`src/include/sampling_defines.svh`:
```
// sampling subsystem constants that the RTL and testbench pull in with `include
`ifndef SAMPLING_DEFINES_SVH
`define SAMPLING_DEFINES_SVH

// block address of the collector on the command bus as matched against addr[15:8]
`define SMP_POSITION 8'd242

// register offsets inside the collector block as matched against addr[7:0]
`define SMP_ADDR_NEW_UNIT      8'd4 // data[7:0] names a unit to add to the table
`define SMP_ADDR_LOCAL_COMMAND 8'd5 // data is loaded into the command register

// command codes written to the command register
`define SMP_CMD_START    32'd1 // leave idle and begin polling
`define SMP_CMD_STOP     32'd2 // return to idle after the current visit
`define SMP_CMD_RES_FIFO 32'd3 // empty the sample FIFO while idle
`define SMP_CMD_RESET    32'd5 // clear table, last values, count, index and FIFO

// marks a table slot that holds no unit
`define SMP_NO_CHANNEL 8'd255

// number of channel units built into the top level
`define SMP_NUM_UNITS 4

// capacity of the collector's unit table
`define SMP_MAX_UNITS 16

// sample FIFO geometry and level thresholds
`define SMP_FIFO_DEPTH 32
`define SMP_FIFO_AF    28 // almost full at this data count or above
`define SMP_FIFO_AE    2  // almost empty at this data count or below

// unit k answers to channel_select equal to SMP_UNIT_BASE plus k
`define SMP_UNIT_BASE 16

`endif
```
`src/logic/sampling_pkg.sv`:
```
// types shared by the sampling RTL and its testbench, imported with a wildcard where used
`default_nettype none

package sampling_pkg;

  // value a unit places on the sample chain
  typedef logic [31:0] sample_t;

  // one host write on the command bus
  // a write counts only when cs and wr are both high in the same cycle
  typedef struct packed {
    logic [15:0] addr; // upper byte selects the block and lower byte the register
    logic [31:0] data; // register payload
    logic        cs;   // chip select
    logic        wr;   // write strobe
  } cmd_bus_t;

  // one FIFO entry as the host sees it
  typedef struct packed {
    logic [3:0]  tag;   // table index of the unit that produced the value
    logic [11:0] value; // low bits of the sampled count
  } fifo_entry_t;

  // FIFO level flags and occupancy
  typedef struct packed {
    logic        empty;        // no entry to read
    logic        almost_empty; // count at or below the almost-empty threshold
    logic        full;         // writes are being dropped
    logic        almost_full;  // count at or above the almost-full threshold
    logic [15:0] data_count;   // entries currently stored
  } fifo_status_t;

endpackage

`default_nettype wire

```
`src/logic/sampling_top.sv`:
```
// top level of the sampling subsystem, chains the channel units into the collector
`default_nettype none
`include "sampling_defines.svh"

module sampling_top import sampling_pkg::*; (
  input  logic                      clk,
  input  logic                      rst,
  input  cmd_bus_t                  cmd,
  input  logic [31:0]               current_time,
  input  logic [`SMP_NUM_UNITS-1:0] events,
  input  logic                      sample_fifo_rd_en,
  output fifo_entry_t               sample_data_out,
  output fifo_status_t              fifo_status,
  output logic                      output_sample,
  output logic [7:0]                channel_select
);

  // chain[k] feeds unit k and chain[SMP_NUM_UNITS] is what the collector samples
  sample_t chain [`SMP_NUM_UNITS + 1];

  assign chain[0] = '0; // nothing sits upstream of unit 0

  for (genvar k = 0; k < `SMP_NUM_UNITS; k++) begin : g_unit
    channel_unit #(
      .UNIT_POSITION (`SMP_UNIT_BASE + k)
    ) u_channel_unit (
      .clk            (clk),
      .rst            (rst),
      .event_pulse    (events[k]),
      .output_sample  (output_sample),
      .channel_select (channel_select),
      .chain_in       (chain[k]),
      .chain_out      (chain[k+1])
    );
  end

  sample_collector u_sample_collector (
    .clk               (clk),
    .rst               (rst),
    .cmd               (cmd),
    .current_time      (current_time),
    .sample_data       (chain[`SMP_NUM_UNITS]),
    .output_sample     (output_sample),
    .channel_select    (channel_select),
    .sample_fifo_rd_en (sample_fifo_rd_en),
    .sample_data_out   (sample_data_out),
    .fifo_status       (fifo_status)
  );

endmodule

`default_nettype wire

```
`src/logic/sample_collector.sv`:
```
// command decoder and polling FSM that gathers changed unit samples into the sample FIFO
`default_nettype none
`include "sampling_defines.svh"

module sample_collector import sampling_pkg::*; (
  input  logic         clk,
  input  logic         rst,
  input  cmd_bus_t     cmd,
  input  logic [31:0]  current_time,
  input  sample_t      sample_data,
  output logic         output_sample,
  output logic [7:0]   channel_select,
  input  logic         sample_fifo_rd_en,
  output fifo_entry_t  sample_data_out,
  output fifo_status_t fifo_status
);

  localparam int NW = $clog2(`SMP_MAX_UNITS + 1); // unit count must reach the table size
  localparam int IW = $clog2(`SMP_MAX_UNITS);     // table index width, matches the entry tag

  typedef enum logic [2:0] {
    s_idle,
    s_fetch,
    s_fetch_wait,
    s_store,
    s_increment
  } state_t;

  state_t        state;
  state_t        next_state;
  logic [31:0]   command;                        // last command written by the host
  logic [7:0]    unit_table [`SMP_MAX_UNITS];    // positions of registered units
  sample_t       last_value [`SMP_MAX_UNITS];    // last value stored per table slot
  logic [NW-1:0] num_units;
  logic [IW-1:0] cur_idx;                        // slot being visited

  logic        ctrl_wr;       // qualified write to this block
  logic        new_unit_wr;
  logic        cmd_wr;
  logic        new_unit_d;    // two-stage delay of the registration write
  logic        new_unit_dd;
  logic        new_unit_done; // falling edge of a registration burst
  logic        clr_cmd;
  logic        res_sampling;
  logic        res_fifo;
  logic        inc_idx;
  logic        fifo_wr;
  logic        fifo_rst;
  fifo_entry_t fifo_din;

  assign ctrl_wr     = cmd.cs && cmd.wr && (cmd.addr[15:8] == `SMP_POSITION);
  assign new_unit_wr = ctrl_wr && (cmd.addr[7:0] == `SMP_ADDR_NEW_UNIT);
  assign cmd_wr      = ctrl_wr && (cmd.addr[7:0] == `SMP_ADDR_LOCAL_COMMAND);

  always_ff @(posedge clk) begin
    if (rst) begin
      state <= s_idle;
    end else begin
      state <= next_state;
    end
  end

  always_comb begin
    next_state    = state;
    output_sample = 1'b0;
    clr_cmd       = 1'b0;
    res_sampling  = 1'b0;
    res_fifo      = 1'b0;
    inc_idx       = 1'b0;
    fifo_wr       = 1'b0;
    case (state)
      s_idle: begin
        // commands are held off until the time base is running
        if (current_time != 32'd0) begin
          if (command == `SMP_CMD_START) begin
            clr_cmd    = 1'b1;
            next_state = s_fetch;
          end else if (command == `SMP_CMD_RESET) begin
            res_sampling = 1'b1;
          end else if (command == `SMP_CMD_RES_FIFO) begin
            res_fifo = 1'b1;
            clr_cmd  = 1'b1;
          end
        end
      end
      s_fetch: begin
        output_sample = 1'b1; // the addressed unit latches its count this cycle
        next_state    = s_fetch_wait;
      end
      s_fetch_wait: begin
        output_sample = 1'b1; // gives the value time to ripple down the chain
        next_state    = s_store;
      end
      s_store: begin
        // only a changed value makes an entry
        fifo_wr    = (last_value[cur_idx] != sample_data);
        next_state = s_increment;
      end
      s_increment: begin
        inc_idx    = 1'b1;
        next_state = s_fetch;
        if (command == `SMP_CMD_RESET) begin
          res_sampling = 1'b1;
          next_state   = s_idle;
        end else if (command == `SMP_CMD_STOP) begin
          clr_cmd    = 1'b1;
          next_state = s_idle;
        end
      end
      default: begin
        next_state = s_idle;
      end
    endcase
  end

  // a registration burst is finished once the delayed strobe has fallen
  always_ff @(posedge clk) begin
    if (rst) begin
      new_unit_d  <= 1'b0;
      new_unit_dd <= 1'b0;
    end else begin
      new_unit_d  <= new_unit_wr;
      new_unit_dd <= new_unit_d;
    end
  end

  assign new_unit_done = new_unit_dd && !new_unit_d;

  always_ff @(posedge clk) begin
    if (rst || res_sampling) begin
      for (int i = 0; i < `SMP_MAX_UNITS; i++) begin
        unit_table[i] <= `SMP_NO_CHANNEL; // every slot starts out empty
        last_value[i] <= '0;
      end
      num_units <= '0;
      cur_idx   <= '0;
    end else begin
      // the slot is chosen by the current count and writes past the table are ignored
      if (new_unit_wr && (num_units < NW'(`SMP_MAX_UNITS))) begin
        unit_table[num_units[IW-1:0]] <= cmd.data[7:0];
      end
      if (new_unit_done && (num_units < NW'(`SMP_MAX_UNITS))) begin
        num_units <= num_units + 1'b1;
      end
      if (fifo_wr) begin
        last_value[cur_idx] <= sample_data;
      end
      if (inc_idx) begin
        // wrap back to slot 0 after the last registered unit
        if ({1'b0, cur_idx} == num_units - 1'b1) begin
          cur_idx <= '0;
        end else begin
          cur_idx <= cur_idx + 1'b1;
        end
      end
    end
  end

  // a host write in the same cycle as a clear wins over the clear
  always_ff @(posedge clk) begin
    if (rst) begin
      command <= '0;
    end else begin
      if (clr_cmd || res_sampling) begin
        command <= '0;
      end
      if (cmd_wr) begin
        command <= cmd.data;
      end
    end
  end

  assign channel_select = unit_table[cur_idx];

  assign fifo_din.tag   = cur_idx;
  assign fifo_din.value = sample_data[11:0];
  assign fifo_rst       = rst || res_fifo || res_sampling;

  sample_fifo #(
    .payload_t (fifo_entry_t),
    .DEPTH     (`SMP_FIFO_DEPTH)
  ) u_sample_fifo (
    .clk    (clk),
    .rst    (fifo_rst),
    .din    (fifo_din),
    .wr_en  (fifo_wr),
    .rd_en  (sample_fifo_rd_en),
    .dout   (sample_data_out),
    .status (fifo_status)
  );

endmodule

`default_nettype wire

```
`src/logic/channel_unit.sv`:
```
// pulse-counting measurement unit that forms one link of the sample chain the collector polls
`default_nettype none

module channel_unit import sampling_pkg::*; #(
  parameter int UNIT_POSITION = 16
) (
  input  logic       clk,
  input  logic       rst,
  input  logic       event_pulse,
  input  logic       output_sample,
  input  logic [7:0] channel_select,
  input  sample_t    chain_in,
  output sample_t    chain_out
);

  localparam logic [7:0] MY_POSITION = 8'(UNIT_POSITION);

  logic [31:0] event_count; // running total of event pulses
  sample_t     hold;        // value offered to the collector
  logic        holding;     // set while this unit owns the chain
  logic        selected;

  // the collector names one unit at a time so only one link can be selected
  assign selected = output_sample && (channel_select == MY_POSITION);

  always_ff @(posedge clk) begin
    if (rst) begin
      event_count <= '0;
    end else if (event_pulse) begin
      event_count <= event_count + 32'd1; // events arrive as single-cycle pulses
    end
  end

  // the count is copied for the collector while this unit is selected
  always_ff @(posedge clk) begin
    if (selected) begin
      hold <= event_count; // refreshed on every selected cycle of the fetch window
    end
  end

  always_ff @(posedge clk) begin
    if (rst) begin
      holding <= 1'b0;
    end else if (selected) begin
      holding <= 1'b1;
    end else if (!output_sample) begin
      // the flag stays up through the store cycle and drops at its end
      holding <= 1'b0;
    end
  end

  // drive the latched count while holding and pass the upstream value otherwise
  assign chain_out = holding ? hold : chain_in;

endmodule

`default_nettype wire

```
`src/logic/sample_fifo.sv`:
```
// synchronous FIFO with a type parameter payload that the collector uses to buffer samples
`default_nettype none
`include "sampling_defines.svh"

module sample_fifo import sampling_pkg::*; #(
  parameter type payload_t = fifo_entry_t,
  parameter int  DEPTH     = `SMP_FIFO_DEPTH
) (
  input  logic         clk,
  input  logic         rst,
  input  payload_t     din,
  input  logic         wr_en,
  input  logic         rd_en,
  output payload_t     dout,
  output fifo_status_t status
);

  localparam int PW = (DEPTH > 1) ? $clog2(DEPTH) : 1; // pointer width
  localparam int CW = $clog2(DEPTH + 1);               // count has to reach DEPTH itself

  payload_t        mem [DEPTH]; // entries between the read and write pointers are valid
  logic [PW-1:0]   wr_ptr;
  logic [PW-1:0]   rd_ptr;
  logic [CW-1:0]   count;
  logic            do_wr;
  logic            do_rd;

  // a full FIFO drops the write and an empty one ignores the read
  assign do_wr = wr_en && (count != CW'(DEPTH));
  assign do_rd = rd_en && (count != '0);

  always_ff @(posedge clk) begin
    if (do_wr) begin
      mem[wr_ptr] <= din;
    end
  end

  always_ff @(posedge clk) begin
    if (rst) begin
      wr_ptr <= '0;
      rd_ptr <= '0;
      count  <= '0;
    end else begin
      if (do_wr) begin
        wr_ptr <= (wr_ptr == PW'(DEPTH - 1)) ? '0 : wr_ptr + 1'b1; // wrap at the last slot
      end
      if (do_rd) begin
        rd_ptr <= (rd_ptr == PW'(DEPTH - 1)) ? '0 : rd_ptr + 1'b1;
      end
      // a read and a write in the same cycle leave the count alone
      if (do_wr && !do_rd) begin
        count <= count + 1'b1;
      end else if (do_rd && !do_wr) begin
        count <= count - 1'b1;
      end
    end
  end

  assign dout = mem[rd_ptr]; // head entry is visible before the read strobe

  assign status.empty        = (count == '0);
  assign status.almost_empty = (count <= CW'(`SMP_FIFO_AE));
  assign status.full         = (count == CW'(DEPTH));
  assign status.almost_full  = (count >= CW'(`SMP_FIFO_AF));
  assign status.data_count   = 16'(count);

endmodule

`default_nettype wire

```
`config.mk`:
```
export PLATFORM = sky130hd
export DESIGN_NAME = sampling_top
export DESIGN_NICKNAME = d
export VERILOG_FILES = /design/src/logic/sampling_pkg.sv /design/src/logic/sampling_top.sv /design/src/logic/sample_collector.sv /design/src/logic/channel_unit.sv /design/src/logic/sample_fifo.sv
export VERILOG_INCLUDE_DIRS = /design/src /design/src/include
export SDC_FILE = /design/constraint.sdc
export NUM_CORES = 2
export LEC_CHECK = 0
export ABC_AREA = 1
export BUFFER_PORTS_ARGS = -buffer_cell sky130_fd_sc_hd__clkbuf_2
export CORE_ASPECT_RATIO = 1.5
export CORE_UTILIZATION = 60
export CTS_BUF_LIST = sky130_fd_sc_hd__clkbuf_4
export DETAILED_ROUTE_END_ITERATION = 6
export HOLD_SLACK_MARGIN = 0.15
export PLACE_DENSITY_LB_ADDON = 0.05
export SETUP_SLACK_MARGIN = 0.3
export SYNTH_ARGS = -nofsm -noshare
export SYNTH_HDL_FRONTEND = slang
export SYNTH_SLANG_ARGS = --single-unit
```
`constraint.sdc`:
```
create_clock -name clk -period 6.2 [get_ports clk]
set_input_delay 1.24 -clock clk [delete_from_list [all_inputs] [get_ports clk]]
set_output_delay 1.24 -clock clk [all_outputs]
set_load 0.02 [all_outputs]
```
==> run summary <==
Status -> complete, no violations
DIE AREA -> 109000 um^2
Fin crit share -> 85.9%
Max-capacitance violation count -> 0
Routed vias/inst -> 5.91
Setup tns final -> 0 ps
I/O pins -> 134
PwrDens -> 299 nW/um^2
Combinational Power Share -> 12.2%
1st-iter DRT viols -> 4249
Worst Hold Depth -> 3
Root buffer cell -> clkbuf_4
Hold crit path type -> in -> reg
Final wirelength -> 184 mm
Maximum root-to-sink buffer count -> 4
Worst path slowest cell -> inv_6
Sw Ratio -> 26.7%
Startpoint Class -> register
Largest net degree at the start of global routing -> 184
# rows -> 146
Synthesis-to-layout area growth -> 10.4%
Fmax -> 0.188 GHz
Global-route wire length before repair -> 273 mm
Nets@finish -> 6700
Ys flop type -> edfxtp_1
Syn. warnings -> 0
Worst VDD drop -> 0.309 mV
Clock Skew -> 82.6 ps
Sinks on Clock Net -> 1483
Synth Register Bits -> 1483
Via count -> 48659
Die height -> 403 um
Post-synthesis sequential area ratio -> 66.0%
Initial Utilization -> 60.7%
Pre-CTS WS -> 1040 ps
CTS tree -> done
RSZ-0062 raised after global routing -> no
Layout cell share with drive strength beyond 1 -> 13.3%
Final core occ -> 67.1%
Final ANT Viol Nets -> 0
CP required -> 4960 ps
Min cycle time layout -> 5320 ps
Setup-failing EPs final -> 0
DR pass1 iterations -> 6
Final hold violations -> 0
Total track usage -> 33.6%
Critical Path End Type -> output pin
Reg power frac -> 51.8%
Async S/R FF share, synth -> 0%
Later-pin clock latency in the skew report -> 1290 ps
FF-to-FF setup slack -> 900 ps
Most frequent cell on the critical path -> o21ai_0
R2r endpoint -> u_sample_collector.u_sample_fifo.count[5]
Placeable Area -> 106000 um^2
Hold EP -> u_sample_collector.command[7]
H-tree levels -> 5
Final count of pins violating max slew -> 0
Initial antenna violation count -> 2
CP Cell Sequence -> inv_6 > buf_12 > o21ai_0 > o221ai_1 > nand3_1 > o21ai_0 > nor2_1 > a31oi_1 > clkbuf_2
Crit path DAT -> 4080 ps
DRC Markers -> 0
Vias in the first global route -> 47154
WL per Instance -> 22.3 um
IO buf count -> 123
Syn Area/Cell -> 10.2 um^2
Clk pin slew, worst setup/hold paths -> 70 ps
Total power -> 21.2 mW
Internal -> 15.5 mW
Detail Placement HPWL -> 111 mm
Worst Path Class, Setup -> reg -> out
Final worst slack -> 877 ps
Final RePlAce weighted congestion -> 0.866
Num CTS Buffers -> 353
Post-synth cell types -> 53
Largest stage delay on the critical path -> 630 ps
Synth Instances -> 6296
Switch Pwr -> 5.67 mW
Worst slew margin -> 12.9%
Hold path startpoint -> cmd[9]
Clock power frac -> 36.0%
Critical path fanouts, max -> 129
Worst reg2reg path depth -> 30
Worst-Margin Slew -> 1290 ps
Gr ovfl total -> 0
Leakage -> 25.3 nW
Synthesized cell area -> 64400 um^2
Die span in x -> 269 um
Number of synthesized flops with an enable pin -> 1280
-- critical path: cells and delay by family, from the launching register on --
kind / cells / cell delay (ps)
compound gates: 4 / 810
buf+inv: 3 / 1180
flops: 1 / 390
simple gates: 2 / 370
-- cells in the mapped netlist, types with 16 or more instances --
master       n  area share [%]
nor2_1    1299             7.6
edfxtp_1  1280              60
nand2_1   1088             6.3
o21ai_0    517             4.0
nand3_1    407             3.2
inv_1      366             2.1
clkbuf_1   225             1.3
dfxtp_1    203             6.3
a21oi_1    161             1.3
buf_2      122            0.95
o221ai_1   118             1.6
nor3_1      72            0.56
o211ai_1    47            0.55
o22ai_1     43            0.42
nor4_1      39            0.38
nand4_1     34            0.33
o21ai_1     28            0.22
ha_1        24            0.47
xor2_1      24            0.33
a31oi_1     23            0.22
buf_4       18            0.21
buf_6       16            0.28
-- power groups by stage --
stage	logic, mW	registers, mW	clock network [mW]
finish	2.59	11.0	7.63
global route	2.82	11.0	8.22
CTS	2.58	11.0	7.75
detailed placement	2.56	11.2	0
global placement	2.51	11.2	0
floorplan	1.73	11.2	0
-- state kept, by name (all words and copies together) (netlist names), named ones only --
register / count
u_sample_collector.new_unit_dd: 1
g_unit.u_channel_unit.event_count: 128
u_sample_collector.u_sample_fifo.rd_ptr: 5
u_sample_collector.u_sample_fifo.wr_ptr: 5
u_sample_collector.new_unit_d: 1
u_sample_collector.cur_idx: 4
g_unit.u_channel_unit.holding: 4
u_sample_collector.u_sample_fifo.count: 6
u_sample_collector.unit_table: 128
u_sample_collector.state: 3
g_unit.u_channel_unit.hold: 128
u_sample_collector.num_units: 5
u_sample_collector.command: 32
u_sample_collector.u_sample_fifo.mem: 512
u_sample_collector.last_value: 512
-- final cells by class --
type                    instances  area (um^2)
well taps                    1406         1760
repair buffers                322         2370
inverters                     379         1440
flip-flops and latches       1483        42500
fillers                      8358        34900
clock inverters                87          409
multi-input cells            4047        18700
clock buffers                 510         3830
diodes                          1         2.50
-- kinds of logic after synthesis --
kind of cell / synth area share (%)
other: 0.00583
DFF: 66.0
xor gates and xnor gates: 0.449
buffers and inverters: 5.08
adders and majority gates: 0.498
AOI/OAI and AO/OA: 8.92
and+or+nand+nor: 19.0
-- through the flow --
step	hold WS, ps	instance area, um^2	instances
floorplan	408	64400	6305
global placement	412	66500	7610
detailed placement	423	66500	7610
CTS	168	71000	8234
global route	194	71000	8235
finish	289	71000	8235
-- placed cells by master (no fill, tap or decap), types with 29 or more instances in the layout --
cell type  netlist  layout
nor2_1        1299    1295
edfxtp_1      1280    1280
nand2_1       1088    1066
o21ai_0        517     516
clkbuf_4         0     510
nand3_1        407     407
inv_1          366     361
dfxtp_1        203     196
a21oi_1        161     161
buf_4           18     158
clkbuf_2         0     122
o221ai_1       118     118
clkinv_1         7      83
nor3_1          72      70
o211ai_1        47      47
o22ai_1         43      43
nor4_1          39      38
nand4_1         34      34
o21ai_1         28      29
-- repair_timing --
| item | 4_1_cts | 5_1_grt |
|---|---|---|
| hold buffers | 27 | 0 |
| setup buffers | 0 | 0 |
| resized for setup | 0 | 0 |
| hold endpoints to repair | 27 | 0 |
-- worst max path at each step --
stage / startpoint / end / slack, ps / cells past startpoint
after floorplan: register / g_unit[1].u_channel_unit.hold[0] / 1460 / 14
after global placement: g_unit[3].u_channel_unit.holding / u_sample_collector.u_sample_fifo.count[5] / 940 / 25
after detailed placement: g_unit[1].u_channel_unit.holding / u_sample_collector.u_sample_fifo.count[5] / 1040 / 30
after CTS: register / sample_data_out[2] / 760 / 9
after global routing: register / u_sample_collector.u_sample_fifo.count[5] / 400 / 30
final: register / sample_data_out[2] / 880 / 9
-- metal layers --
metal	GRT usage, %	vias to the layer above	wire (um)
met5	0	-	8
met4	23.6	2	13300
met3	5.98	528	14000
met1	37.4	23360	63600
met2	58.3	2322	92900
li1	-	22447	-
(Power assumes the default switching activity.)
